[config.mk]
export PLATFORM = sky130hd
export DESIGN_NAME = pipelinedCpu
export DESIGN_NICKNAME = d
export VERILOG_FILES = /design/src/rtl/cpuPkg.sv /design/src/rtl/regFile.sv /design/src/rtl/hazardUnit.sv /design/src/rtl/fetchStage.sv /design/src/rtl/decodeStage.sv /design/src/rtl/executeStage.sv /design/src/rtl/memWbStage.sv /design/src/rtl/pipelinedCpu.sv
export VERILOG_INCLUDE_DIRS = /design/src /design/src/rtl
export SDC_FILE = /design/constraint.sdc
export NUM_CORES = 2
export LEC_CHECK = 0
export BUFFER_PORTS_ARGS = -buffer_cell sky130_fd_sc_hd__buf_2
export CORE_ASPECT_RATIO = 1.75
export CORE_MARGIN = 2
export CORE_UTILIZATION = 49
export CTS_CLUSTER_DIAMETER = 60
export DETAILED_ROUTE_END_ITERATION = 7
export GPL_ROUTABILITY_DRIVEN = 0
export SKIP_CTS_REPAIR_TIMING = 1
export SLEW_MARGIN = 20
export SYNTH_ARGS = -nofsm -noshare
export SYNTH_HDL_FRONTEND = slang
export SYNTH_HIERARCHICAL = 1
export SYNTH_SLANG_ARGS = --single-unit
[constraint.sdc]
create_clock -name CLK -period 5.5 [get_ports CLK]
set_input_delay 1.375 -clock CLK [delete_from_list [all_inputs] [get_ports CLK]]
set_output_delay 1.375 -clock CLK [all_outputs]
set_load 0.01 [all_outputs]
[src/rtl/cpu_params.svh]
// RV32I encodings only; a subset of opcodes and funct codes is decoded, everything else halts
`ifndef CPU_PARAMS_SVH
`define CPU_PARAMS_SVH

// major opcodes
`define OPCODE_OP       7'b0110011
`define OPCODE_OP_IMM   7'b0010011
`define OPCODE_LUI      7'b0110111
`define OPCODE_LOAD     7'b0000011
`define OPCODE_STORE    7'b0100011
`define OPCODE_BRANCH   7'b1100011
`define OPCODE_SYSTEM   7'b1110011

// funct3 codes
`define F3_ADD  3'b000
`define F3_SLL  3'b001
`define F3_SLT  3'b010
`define F3_XOR  3'b100
`define F3_SRL  3'b101
`define F3_OR   3'b110
`define F3_AND  3'b111
`define F3_BEQ  3'b000
`define F3_BNE  3'b001
`define F3_WORD 3'b010

// instruction bit that turns ADD into SUB
`define F7_SUB_BIT 30

// write-back source
`define WB_ALU 2'b00
`define WB_MEM 2'b01
`define WB_IMM 2'b10

// ALU operations
`define ALU_ADD 4'd0
`define ALU_SUB 4'd1
`define ALU_AND 4'd2
`define ALU_OR  4'd3
`define ALU_XOR 4'd4
`define ALU_SLT 4'd5
`define ALU_SLL 4'd6
`define ALU_SRL 4'd7

`define RESET_PC  32'h0000_0000
// ADDI x0,x0,0
`define NOP_INSTR 32'h0000_0013

`endif

[src/rtl/cpuPkg.sv]
// shared types for the pipeline; widths are fixed by RV32I, no parameters
`default_nettype none

package cpuPkg;

    typedef logic [31:0] wordT;
    typedef logic [4:0]  regIdxT;
    typedef logic [1:0]  wbSelT;
    typedef logic [3:0]  aluOpT;

    // decoded control, travels with the instruction into EX
    typedef struct packed {
        logic  regWrEn;
        logic  memWrEn;
        logic  memRdEn;
        wbSelT wbSel;
        aluOpT aluOp;
        logic  aluSrcImm;
        logic  isBranch;
        logic  branchNe;
        logic  halt;
    } ctrlT;

    typedef struct packed {
        logic valid;
        wordT pc;
        wordT instr;
    } ifIdT;

    typedef struct packed {
        logic   valid;
        wordT   pc;
        wordT   rs1Data;
        wordT   rs2Data;
        wordT   imm;
        regIdxT rd;
        ctrlT   ctrl;
    } idExT;

    // only the control that MEM and WB still need
    typedef struct packed {
        logic   valid;
        wordT   aluResult;
        wordT   storeData;
        wordT   imm;
        regIdxT rd;
        logic   regWrEn;
        logic   memWrEn;
        wbSelT  wbSel;
        logic   halt;
    } exMemT;

    typedef struct packed {
        logic   valid;
        wordT   result;
        regIdxT rd;
        logic   regWrEn;
        logic   halt;
    } memWbT;

    // register file write port, also the retire bus
    typedef struct packed {
        logic   en;
        regIdxT rd;
        wordT   data;
    } retireT;

endpackage

`default_nettype wire

[src/rtl/regFile.sv]
// 32 x 32 register file, x0 reads zero, same-cycle write is bypassed to both read ports
`timescale 1ns/1ps
`default_nettype none

module regFile (
    input  wire                   CLK,
    input  wire                   rstN,
    input  wire cpuPkg::regIdxT   rs1Idx,
    input  wire cpuPkg::regIdxT   rs2Idx,
    output cpuPkg::wordT          rs1Data,
    output cpuPkg::wordT          rs2Data,
    input  wire cpuPkg::retireT   wr
);

    cpuPkg::wordT regs [32];

    function automatic cpuPkg::wordT readPort(input cpuPkg::regIdxT idx);
        if (idx == '0) begin
            return '0;
        end
        // write-through keeps WB results visible to ID in the same cycle
        if (wr.en && wr.rd == idx) begin
            return wr.data;
        end
        return regs[idx];
    endfunction

    // read ports follow the write port and the array as well as the index
    always_comb begin
        rs1Data = readPort(rs1Idx);
        rs2Data = readPort(rs2Idx);
    end

    always_ff @(posedge CLK or negedge rstN) begin
        if (!rstN) begin
            for (int i = 0; i < 32; i++) begin
                regs[i] <= '0;
            end
        end else if (wr.en && wr.rd != '0) begin
            regs[wr.rd] <= wr.data;
        end
    end

endmodule

`default_nettype wire

[src/rtl/hazardUnit.sv]
// RAW detection against EX and MEM only; WB is covered by the register file bypass
`timescale 1ns/1ps
`default_nettype none

module hazardUnit (
    input  wire                   ifIdValid,
    input  wire cpuPkg::regIdxT   rs1Idx,
    input  wire cpuPkg::regIdxT   rs2Idx,
    input  wire                   usesRs2,
    input  wire cpuPkg::regIdxT   exDst,
    input  wire                   exWr,
    input  wire cpuPkg::regIdxT   memDst,
    input  wire                   memWr,
    output logic                  stall
);

    logic rs1Hit;
    logic rs2Hit;

    // rs1 is treated as always read, which only costs spare stalls for LUI
    assign rs1Hit = (rs1Idx != '0)
                 && ((exWr && exDst == rs1Idx) || (memWr && memDst == rs1Idx));
    assign rs2Hit = usesRs2 && (rs2Idx != '0)
                 && ((exWr && exDst == rs2Idx) || (memWr && memDst == rs2Idx));

    assign stall = ifIdValid && (rs1Hit || rs2Hit);

endmodule

`default_nettype wire

[src/rtl/fetchStage.sv]
// PC and IF/ID register; redirect wins over stall and halt freeze
`timescale 1ns/1ps
`default_nettype none
`include "cpu_params.svh"

module fetchStage (
    input  wire                 CLK,
    input  wire                 rstN,
    input  wire                 stall,
    input  wire                 haltPending,
    input  wire                 redirect,
    input  wire cpuPkg::wordT   redirectPc,
    output cpuPkg::wordT        imemAddr,
    input  wire cpuPkg::wordT   imemData,
    output cpuPkg::ifIdT        ifId
);

    cpuPkg::wordT pc;

    assign imemAddr = pc;

    always_ff @(posedge CLK or negedge rstN) begin
        if (!rstN) begin
            pc         <= `RESET_PC;
            ifId.valid <= 1'b0;
            ifId.pc    <= `RESET_PC;
            ifId.instr <= `NOP_INSTR;
        end else if (redirect) begin
            // squash the wrong-path fetch
            pc         <= redirectPc;
            ifId.valid <= 1'b0;
            ifId.instr <= `NOP_INSTR;
        end else if (!(stall || haltPending)) begin
            pc         <= pc + 32'd4;
            ifId.valid <= 1'b1;
            ifId.pc    <= pc;
            ifId.instr <= imemData;
        end
    end

endmodule

`default_nettype wire

[src/rtl/decodeStage.sv]
// decodes the kept RV32I subset only; any other encoding, ECALL included, raises halt
`timescale 1ns/1ps
`default_nettype none
`include "cpu_params.svh"

module decodeStage (
    input  wire                 CLK,
    input  wire                 rstN,
    input  wire cpuPkg::ifIdT   ifId,
    input  wire                 stall,
    input  wire                 haltPending,
    input  wire                 redirect,
    output cpuPkg::regIdxT      rs1Idx,
    output cpuPkg::regIdxT      rs2Idx,
    input  wire cpuPkg::wordT   rs1Data,
    input  wire cpuPkg::wordT   rs2Data,
    output logic                usesRs2,
    output cpuPkg::idExT        idEx
);

    logic [6:0]     opcode;
    logic [2:0]     funct3;
    logic [6:0]     funct7;
    cpuPkg::regIdxT rd;
    cpuPkg::ctrlT   ctrl;
    cpuPkg::wordT   imm;
    logic           bubble;

    assign opcode = ifId.instr[6:0];
    assign rd     = ifId.instr[11:7];
    assign funct3 = ifId.instr[14:12];
    assign rs1Idx = ifId.instr[19:15];
    assign rs2Idx = ifId.instr[24:20];
    assign funct7 = ifId.instr[31:25];

    // R, S and B formats read rs2
    assign usesRs2 = (opcode == `OPCODE_OP) || (opcode == `OPCODE_STORE)
                  || (opcode == `OPCODE_BRANCH);

    always_comb begin
        ctrl = '0;
        imm  = {{20{ifId.instr[31]}}, ifId.instr[31:20]};
        case (opcode)
            `OPCODE_OP: begin
                ctrl.regWrEn = 1'b1;
                ctrl.wbSel   = `WB_ALU;
                case (funct3)
                    `F3_ADD: ctrl.aluOp = ifId.instr[`F7_SUB_BIT] ? `ALU_SUB : `ALU_ADD;
                    `F3_SLL: ctrl.aluOp = `ALU_SLL;
                    `F3_SLT: ctrl.aluOp = `ALU_SLT;
                    `F3_XOR: ctrl.aluOp = `ALU_XOR;
                    `F3_SRL: ctrl.aluOp = `ALU_SRL;
                    `F3_OR:  ctrl.aluOp = `ALU_OR;
                    `F3_AND: ctrl.aluOp = `ALU_AND;
                    default: ctrl.halt  = 1'b1;
                endcase
                // only SUB may set a funct7 bit
                if (funct7 == 7'b0100000 && funct3 != `F3_ADD) begin
                    ctrl.halt = 1'b1;
                end else if (funct7 != 7'b0100000 && funct7 != 7'b0000000) begin
                    ctrl.halt = 1'b1;
                end
            end
            `OPCODE_OP_IMM: begin
                ctrl.regWrEn   = 1'b1;
                ctrl.aluSrcImm = 1'b1;
                ctrl.wbSel     = `WB_ALU;
                case (funct3)
                    `F3_ADD: ctrl.aluOp = `ALU_ADD;
                    `F3_SLT: ctrl.aluOp = `ALU_SLT;
                    `F3_XOR: ctrl.aluOp = `ALU_XOR;
                    `F3_OR:  ctrl.aluOp = `ALU_OR;
                    `F3_AND: ctrl.aluOp = `ALU_AND;
                    default: ctrl.halt  = 1'b1;
                endcase
            end
            `OPCODE_LUI: begin
                ctrl.regWrEn = 1'b1;
                ctrl.wbSel   = `WB_IMM;
                imm          = {ifId.instr[31:12], 12'b0};
            end
            `OPCODE_LOAD: begin
                ctrl.regWrEn   = 1'b1;
                ctrl.memRdEn   = 1'b1;
                ctrl.aluSrcImm = 1'b1;
                ctrl.wbSel     = `WB_MEM;
                ctrl.halt      = (funct3 != `F3_WORD);
            end
            `OPCODE_STORE: begin
                ctrl.memWrEn   = (funct3 == `F3_WORD);
                ctrl.aluSrcImm = 1'b1;
                ctrl.halt      = (funct3 != `F3_WORD);
                imm = {{20{ifId.instr[31]}}, ifId.instr[31:25], ifId.instr[11:7]};
            end
            `OPCODE_BRANCH: begin
                ctrl.isBranch = (funct3 == `F3_BEQ) || (funct3 == `F3_BNE);
                ctrl.branchNe = (funct3 == `F3_BNE);
                ctrl.halt     = !ctrl.isBranch;
                imm = {{19{ifId.instr[31]}}, ifId.instr[31], ifId.instr[7],
                       ifId.instr[30:25], ifId.instr[11:8], 1'b0};
            end
            // ECALL and every unknown opcode
            default: ctrl.halt = 1'b1;
        endcase
        // a halting instruction must not write anything
        if (ctrl.halt) begin
            ctrl.regWrEn = 1'b0;
            ctrl.memWrEn = 1'b0;
        end
    end

    assign bubble = stall || redirect || haltPending || !ifId.valid;

    always_ff @(posedge CLK or negedge rstN) begin
        if (!rstN) begin
            idEx <= '0;
        end else if (bubble) begin
            idEx <= '0;
        end else begin
            idEx.valid   <= 1'b1;
            idEx.pc      <= ifId.pc;
            idEx.rs1Data <= rs1Data;
            idEx.rs2Data <= rs2Data;
            idEx.imm     <= imm;
            idEx.rd      <= rd;
            idEx.ctrl    <= ctrl;
        end
    end

endmodule

`default_nettype wire

[src/rtl/executeStage.sv]
// ALU and branch resolution; only BEQ and BNE redirect, target is pc + imm
`timescale 1ns/1ps
`default_nettype none
`include "cpu_params.svh"

module executeStage (
    input  wire                 CLK,
    input  wire                 rstN,
    input  wire cpuPkg::idExT   idEx,
    output cpuPkg::exMemT       exMem,
    output logic                redirect,
    output cpuPkg::wordT        redirectPc
);

    cpuPkg::wordT opA;
    cpuPkg::wordT opB;
    cpuPkg::wordT aluResult;
    logic         equal;

    assign opA = idEx.rs1Data;
    assign opB = idEx.ctrl.aluSrcImm ? idEx.imm : idEx.rs2Data;

    always_comb begin
        case (idEx.ctrl.aluOp)
            `ALU_ADD: aluResult = opA + opB;
            `ALU_SUB: aluResult = opA - opB;
            `ALU_AND: aluResult = opA & opB;
            `ALU_OR:  aluResult = opA | opB;
            `ALU_XOR: aluResult = opA ^ opB;
            `ALU_SLT: aluResult = {31'b0, $signed(opA) < $signed(opB)};
            `ALU_SLL: aluResult = opA << opB[4:0];
            `ALU_SRL: aluResult = opA >> opB[4:0];
            default:  aluResult = '0;
        endcase
    end

    // branch compare always uses the register operands
    assign equal      = (idEx.rs1Data == idEx.rs2Data);
    assign redirect   = idEx.valid && idEx.ctrl.isBranch && (equal ^ idEx.ctrl.branchNe);
    assign redirectPc = idEx.pc + idEx.imm;

    always_ff @(posedge CLK or negedge rstN) begin
        if (!rstN) begin
            exMem <= '0;
        end else begin
            exMem.valid     <= idEx.valid;
            exMem.aluResult <= aluResult;
            exMem.storeData <= idEx.rs2Data;
            exMem.imm       <= idEx.imm;
            exMem.rd        <= idEx.rd;
            exMem.regWrEn   <= idEx.ctrl.regWrEn;
            exMem.memWrEn   <= idEx.ctrl.memWrEn;
            exMem.wbSel     <= idEx.ctrl.wbSel;
            exMem.halt      <= idEx.ctrl.halt;
        end
    end

endmodule

`default_nettype wire

[src/rtl/memWbStage.sv]
// MEM/WB register and write-back; halt stays set until reset
`timescale 1ns/1ps
`default_nettype none
`include "cpu_params.svh"

module memWbStage (
    input  wire                  CLK,
    input  wire                  rstN,
    input  wire cpuPkg::exMemT   exMem,
    input  wire cpuPkg::wordT    dmemRdData,
    output cpuPkg::memWbT        memWb,
    output cpuPkg::retireT       retire,
    output logic                 halt
);

    cpuPkg::wordT result;

    always_comb begin
        case (exMem.wbSel)
            `WB_MEM: result = dmemRdData;
            `WB_IMM: result = exMem.imm;
            default: result = exMem.aluResult;
        endcase
    end

    always_ff @(posedge CLK or negedge rstN) begin
        if (!rstN) begin
            memWb <= '0;
            halt  <= 1'b0;
        end else begin
            memWb.valid   <= exMem.valid;
            memWb.result  <= result;
            memWb.rd      <= exMem.rd;
            memWb.regWrEn <= exMem.regWrEn;
            memWb.halt    <= exMem.halt;
            if (memWb.valid && memWb.halt) begin
                halt <= 1'b1;
            end
        end
    end

    // x0 writes and the halting instruction never show up on retire
    assign retire.en   = memWb.valid && memWb.regWrEn && !memWb.halt && (memWb.rd != '0);
    assign retire.rd   = memWb.rd;
    assign retire.data = memWb.result;

endmodule

`default_nettype wire

[src/rtl/pipelinedCpu.sv]
// five-stage RV32I subset core; memories are external with combinational reads, no forwarding
`timescale 1ns/1ps
`default_nettype none

module pipelinedCpu (
    input  wire                 CLK,
    input  wire                 rstN,
    output cpuPkg::wordT        imemAddr,
    input  wire cpuPkg::wordT   imemData,
    output cpuPkg::wordT        dmemAddr,
    output cpuPkg::wordT        dmemWrData,
    output logic                dmemWrEn,
    input  wire cpuPkg::wordT   dmemRdData,
    output cpuPkg::retireT      retire,
    output logic                halt
);

    cpuPkg::ifIdT   ifId;
    cpuPkg::idExT   idEx;
    cpuPkg::exMemT  exMem;
    cpuPkg::memWbT  memWb;
    cpuPkg::regIdxT rs1Idx;
    cpuPkg::regIdxT rs2Idx;
    cpuPkg::wordT   rs1Data;
    cpuPkg::wordT   rs2Data;
    cpuPkg::wordT   redirectPc;
    logic           redirect;
    logic           stall;
    logic           usesRs2;
    logic           haltPending;

    // any halt in flight, or already retired, freezes the front end
    assign haltPending = (idEx.valid & idEx.ctrl.halt) | (exMem.valid & exMem.halt)
                       | (memWb.valid & memWb.halt) | halt;

    assign dmemAddr   = exMem.aluResult;
    assign dmemWrData = exMem.storeData;
    assign dmemWrEn   = exMem.valid & exMem.memWrEn;

    fetchStage fetch (
        .CLK(CLK), .rstN(rstN),
        .stall(stall), .haltPending(haltPending),
        .redirect(redirect), .redirectPc(redirectPc),
        .imemAddr(imemAddr), .imemData(imemData),
        .ifId(ifId)
    );

    decodeStage decode (
        .CLK(CLK), .rstN(rstN),
        .ifId(ifId), .stall(stall), .haltPending(haltPending), .redirect(redirect),
        .rs1Idx(rs1Idx), .rs2Idx(rs2Idx), .rs1Data(rs1Data), .rs2Data(rs2Data),
        .usesRs2(usesRs2), .idEx(idEx)
    );

    regFile regs (
        .CLK(CLK), .rstN(rstN),
        .rs1Idx(rs1Idx), .rs2Idx(rs2Idx),
        .rs1Data(rs1Data), .rs2Data(rs2Data),
        .wr(retire)
    );

    hazardUnit hazards (
        .rs1Idx(rs1Idx), .rs2Idx(rs2Idx),
        .ifIdValid(ifId.valid), .usesRs2(usesRs2),
        .exDst(idEx.rd), .exWr(idEx.valid & idEx.ctrl.regWrEn),
        .memDst(exMem.rd), .memWr(exMem.valid & exMem.regWrEn),
        .stall(stall)
    );

    executeStage execute (
        .CLK(CLK), .rstN(rstN),
        .idEx(idEx), .exMem(exMem),
        .redirect(redirect), .redirectPc(redirectPc)
    );

    memWbStage memWbS (
        .CLK(CLK), .rstN(rstN),
        .exMem(exMem), .dmemRdData(dmemRdData),
        .memWb(memWb), .retire(retire), .halt(halt)
    );

endmodule

`default_nettype wire

# After elaboration in Yosys (flattened, before gate mapping)
# Cells that the tools add are included.
[totals]
register_bits = 1415
in_bits = 66
output_inout_bits = 136
wordCells = 223
[classes]
addsub = 4
n_lt_le_gt_ge = 5
n_eq_ne = 32
shift = 2
n_mux = 49
bitwise = 18
reduce_logical = 48
[op_table]
columns = ["cell", "count"]
rows = [
  ["$bwmux W1024", 1],
  ["$mux W32", 17],
  ["$bmux W32 S5", 2],
  ["$pmux W32 S8", 1],
  ["$demux W32 S5", 1],
  ["$mux W147", 1],
  ["$pmux W31 S3", 1],
  ["$mux W65", 1],
  ["$add A32 B32 Y32", 2],
  ["$pmux W32 S2", 1],
  ["$add A32 B3 Y32 const B", 1],
  ["$and A32 B32 Y32", 1],
  ["$eq A32 B32 Y1", 1],
  ["$lt A32 B32 Y1", 1],
  ["$or A32 B32 Y32", 1],
  ["$shl A32 B5 Y32", 1],
  ["$shr A32 B5 Y32", 1],
  ["$sub A32 B32 Y32", 1],
  ["$xor A32 B32 Y32", 1],
  ["$eq A5 B5 Y1", 6],
  ["$eq A7 B6 Y1 const B", 4],
  ["$pmux W4 S7", 1],
  ["$logic_and A1 B1 Y1", 20],
  ["$ge A6 B6 Y1 const B", 3],
  ["40 further kinds", 87],
]

# Longest topological paths before layout
[depth]
depth_word = 11
depth_mapped = 18

# Modules after synthesis
# The synthesis kept the hierarchy.
[by_module_without_submodules]
columns = ["module", "n_inst", "cells_per_inst", "area_each_um2", "seq_area_each_um2"]
rows = [
  ["regFile", 1, 3870, 55286.8, 25624.6],
  ["executeStage", 1, 1648, 13110.1, 2677.6],
  ["decodeStage", 1, 408, 5178.7, 3653.5],
  ["fetchStage", 1, 426, 4331.7, 2431.1],
  ["memWbStage", 1, 196, 1976.9, 1026.0],
  ["hazardUnit", 1, 33, 269.0, 0.0],
  ["pipelinedCpu", 1, 6, 35.0, 0.0],
]

# Worst setup path after synthesis
# No wires, ideal clock.
[synth_timing]
path_kind = "register to register"
startpoint = "register, netlist name decode/idEx[3]"
endpoint = "register, netlist name execute/exMem[92]"
setup_time_ps = 87
arrival_ps = 3820
t_required_ps = 5413
setup_slack_ps = 1593
stages_incl_launch_ff = 16
path_buffers = 4
period_less_slack_ps = 3907
path_cell_list = "dfrtp_1 > buf_6 > buf_1 > clkbuf_1 > mux2i_1 > ha_1 > buf_6 > a21o_1 > o311a_1 > o311a_1 > a211o_1 > a21o_1 > a21oi_1 > o21ai_1 > xnor2_1 > o211ai_1"
[synth_via]
elab_chain_len = 3
[synth_lines]
columns = ["element", "line", "rtl"]
rows = [
  ["$mux W32 *", "executeStage.sv:21", "assign opB = idEx.ctrl.aluSrcImm ? idEx.imm : idEx.rs2Data;"],
  ["$sub A32 B32 Y32 (tied with other cells)", "executeStage.sv:26", "`ALU_SUB: aluResult = opA - opB;"],
  ["$pmux W32 S8 *", "executeStage.sv:24", "case (idEx.ctrl.aluOp)"],
  ["net execute.aluResult[18]", "executeStage.sv:17", "cpuPkg::wordT aluResult;"],
]
# Mark *: on every way through the listed nets, which the timed path passes. The rest lies on a longest branch.
# A chain may end at the register's enable or synchronous reset.

# Final worst setup path
[layout_timing]
startpoint = "register, netlist name decode/idEx[3]"
endpoint = "register, netlist name execute/exMem[100]"
[layout_via]
elab_chain_len = 3
[layout_lines]
columns = ["element", "line"]
rows = [
  ["$mux W32 *", "executeStage.sv:21"],
  ["$sub A32 B32 Y32 (tied with other cells)", "executeStage.sv:26"],
  ["$pmux W32 S8 *", "executeStage.sv:24"],
  ["net execute.aluResult[26]", "executeStage.sv:17"],
]
# Marks and branches as above.

==> impl_metrics.prom <==
# TYPE chip_impl_metric gauge
chip_impl_metric{name="start_util",unit="%"} 49.2
chip_impl_info{name="cts_tree",value="done"} 1
chip_impl_metric{name="power-per-cell-area",unit="mW/mm^2"} 300
chip_impl_metric{name="detail_route.vias_per_cell",unit=""} 6.84
chip_impl_metric{name="gr-total-overflow",unit=""} 0
chip_impl_metric{name="yosysWarnings",unit=""} 6
chip_impl_metric{name="hold_viol",unit=""} 0
chip_impl_metric{name="via_count",unit=""} 60193
chip_impl_metric{name="final_antenna_net_count",unit=""} 0
chip_impl_info{name="violations_in_the_final_reports",value="design-rule violations"} 1
chip_impl_metric{name="post-route-drc-count",unit=""} 1
chip_impl_metric{name="detailed_place_hpwl",unit="um"} 205000
chip_impl_metric{name="critical_path_rt",unit="ns"} 6.18
chip_impl_metric{name="synth.cell_area",unit="sq mm"} 0.0802
chip_impl_metric{name="clock-skew-final",unit="ns"} 0.0484
chip_impl_info{name="outcome",value="complete, but fails checks"} 1
chip_impl_metric{name="timing.setup.tns",unit="ns"} 0
chip_impl_metric{name="syn_nets",unit=""} 6803
chip_impl_metric{name="filler_cell_count",unit=""} 14046
chip_impl_metric{name="grt_pass1_wl",unit="um"} 449000
chip_impl_info{name="path_class",value="flop to flop"} 1
chip_impl_metric{name="clock_path_buffers",unit=""} 4
chip_impl_metric{name="wirelength",unit="um"} 313000
chip_impl_info{name="cp-end-kind",value="flop"} 1
chip_impl_metric{name="synth_area_per_cell",unit="sq um"} 12.2
chip_impl_metric{name="die_height",unit="um"} 539
chip_impl_metric{name="post-route-cell-area",unit="sq mm"} 0.0875
chip_impl_metric{name="maxSlewViolCount",unit=""} 0
chip_impl_metric{name="setup_violations",unit=""} 0
chip_impl_metric{name="grt_max_degree",unit=""} 144
chip_impl_metric{name="postSynthCellCount",unit=""} 6585
chip_impl_metric{name="dr.first_iter.drc_count",unit=""} 6855
chip_impl_metric{name="max_cap_viol_count",unit=""} 0
chip_impl_metric{name="floorplan.io_pins",unit=""} 202
chip_impl_info{name="worstSetupStartpointType",value="flop"} 1
chip_impl_metric{name="layout.nets",unit=""} 6706
chip_impl_metric{name="ctsHtreeMaxLevel",unit=""} 4
chip_impl_metric{name="final_period_minus_worst_setup_slack",unit="ns"} 4.78
chip_impl_metric{name="placed_cell_area",unit="sq mm"} 0.0825
chip_impl_metric{name="core_area",unit="sq mm"} 0.163
chip_impl_metric{name="post-layout-total-power",unit="mW"} 26.3
chip_impl_metric{name="area_growth_syn_to_layout",unit="%"} 9.19
chip_impl_metric{name="fmaxAchievable",unit="MHz"} 209
chip_impl_metric{name="peak_fanout_along_the_critical_path",unit=""} 17
chip_impl_metric{name="cellLeakagePower",unit="nW"} 40.6
chip_impl_info{name="hp-class",value="flop to flop"} 1
chip_impl_metric{name="std_cell_rows",unit=""} 196
chip_impl_metric{name="peakVddDrop",unit="mV"} 0.242
chip_impl_metric{name="die_x",unit="um"} 310
chip_impl_metric{name="grt_antenna_before_repair",unit=""} 43
chip_impl_metric{name="tritoncts.num_buffers",unit=""} 144
chip_impl_metric{name="port_buffers",unit=""} 201
chip_impl_metric{name="cp.arrival",unit="ns"} 5.47
chip_impl_metric{name="max_slew.worst_pin.slew",unit="ns"} 1.31
chip_impl_metric{name="cts.clk_slew.worst_paths",unit="ns"} 0.07
chip_impl_metric{name="routed_wire_length_per_instance",unit="um"} 35.6
chip_impl_metric{name="cts.sink_count",unit=""} 1414
chip_impl_metric{name="firstDrtPassIters",unit=""} 8
chip_impl_metric{name="first_global_vias",unit=""} 60600
chip_impl_metric{name="worstSkewPairLatency",unit="ns"} 0.82
chip_impl_metric{name="final_min_period_over_clock_period",unit="%"} 86.9
chip_impl_info{name="setup_repair_after_global_routing_missed_its_margin",value="no"} 1
chip_impl_metric{name="relSlewSlack",unit="%"} 12.2
chip_impl_metric{name="groute.usage.overall",unit="%"} 37.8
chip_impl_metric{name="final.setup.worst_slack",unit="ns"} 0.719
chip_impl_metric{name="place_ws",unit="ns"} 1.10
chip_impl_metric{name="fp.dieArea",unit="sq mm"} 0.167
chip_impl_info{name="root_buf_cell",value="clkbuf_16"} 1
chip_impl_metric{name="post_route_cells_drive_above_1_share",unit="%"} 33.3
## sequential cells by signal (all words and copies together), names as in the netlist
register,cells
decode/idEx,145
fetch/imemAddr,32
fetch/ifId,65
regs/regs,1024
memWbS/halt,1
memWbS/memWb,40
execute/exMem,107
## worst max-delay path, cell delays in order, from the launching register on
cell      delay [ns]
dfrtp_2         0.82
mux2i_1         0.84
clkinv_1        0.60
ha_1            0.37
a21o_1          0.16
a21oi_1         0.17
o21ai_2         0.08
a31o_2          0.39
a21oi_1         0.31
o211a_4         0.26
o31ai_4         0.09
a311oi_2        0.32
or4_1           0.15
nand3b_1        0.08
## where the power goes
part	internal, mW	switching (mW)	leakage (nW)
Clock	5.87	4.28	2.32
Combinational	1.73	3.38	18.6
Sequential	10.5	0.483	19.6
Total	18.1	8.14	40.6
## layout by cell type (no fill, tap or decap), types with 31 or more instances in the layout
cell type  count
dfrtp_1     1398
mux2_2      1020
mux2i_1      427
nand2_1      406
mux4_2       375
a21oi_1      294
a22oi_1      209
buf_2        200
buf_4        178
nor2_1       172
ha_1         148
clkbuf_16    147
o21ai_0      141
and2_1       117
inv_1        105
xnor2_1       86
nand3_1       85
o211ai_1      60
a31oi_1       57
o21ai_1       52
xor2_1        40
diode_2       38
nand4_1       37
nor3_1        35
and3_1        32
o221ai_1      31
o22ai_1       31
## worst paths after layout
| path | depth (start not counted) | slack, ns | end | startpoint |
|---|---|---|---|---|
| max | 13 | 0.72 | execute/exMem[100]$_DFF_PN0_ | decode/idEx[3]$_DFF_PN0_ |
| min | 0 | 0.37 | memWbS/memWb[1]$_DFF_PN0_ | execute/exMem[4]$_DFF_PN0_ |
| max reg2reg | 13 | 0.72 | execute/exMem[100]$_DFF_PN0_ | decode/idEx[3]$_DFF_PN0_ |
| min reg2reg | 0 | 0.37 | memWbS/memWb[1]$_DFF_PN0_ | execute/exMem[4]$_DFF_PN0_ |
| max in group asynchronous | 3 | 3.43 | decode/idEx[116]$_DFF_PN0_ | rstN |
| min in group asynchronous | 1 | 0.41 | regs/regs[365]$_DFFE_PN0P_ | rstN |
## final cells by class
class / count / area, sq um / area share [%]
diodes: 38 / 95.1 / 0.109
clock buffers: 204 / 4190 / 4.79
clock inverters: 37 / 537 / 0.613
inverters: 112 / 424 / 0.485
multi-input cells: 4407 / 41200 / 47.1
flip-flops and latches: 1414 / 35400 / 40.5
well taps: 2178 / 2730 / 3.11
repair buffers: 409 / 2910 / 3.32
## layer usage
layer / GRT usage, % / share of wire [%]
met1: 42.5 / 34
met3: 13.9 / 10
met2: 57.0 / 45
met5: 0 / 0.068
met4: 31.2 / 10
## through the flow
| step | util [%] | instances | hold WS [ns] |
|---|---|---|---|
| 2_1_floorplan | - | 6585 | 0.331 |
| 3_5_place_dp | 50.7 | 8512 | 0.356 |
| 5_1_grt | 53.7 | 8767 | 0.380 |
| 3_3_place_gp | 50.7 | 8512 | 0.362 |
| 6_report | 53.8 | 8799 | 0.369 |
| 4_1_cts | 53.6 | 8753 | 0.372 |
No activity file was read; power rests on OpenSTA's default activity.
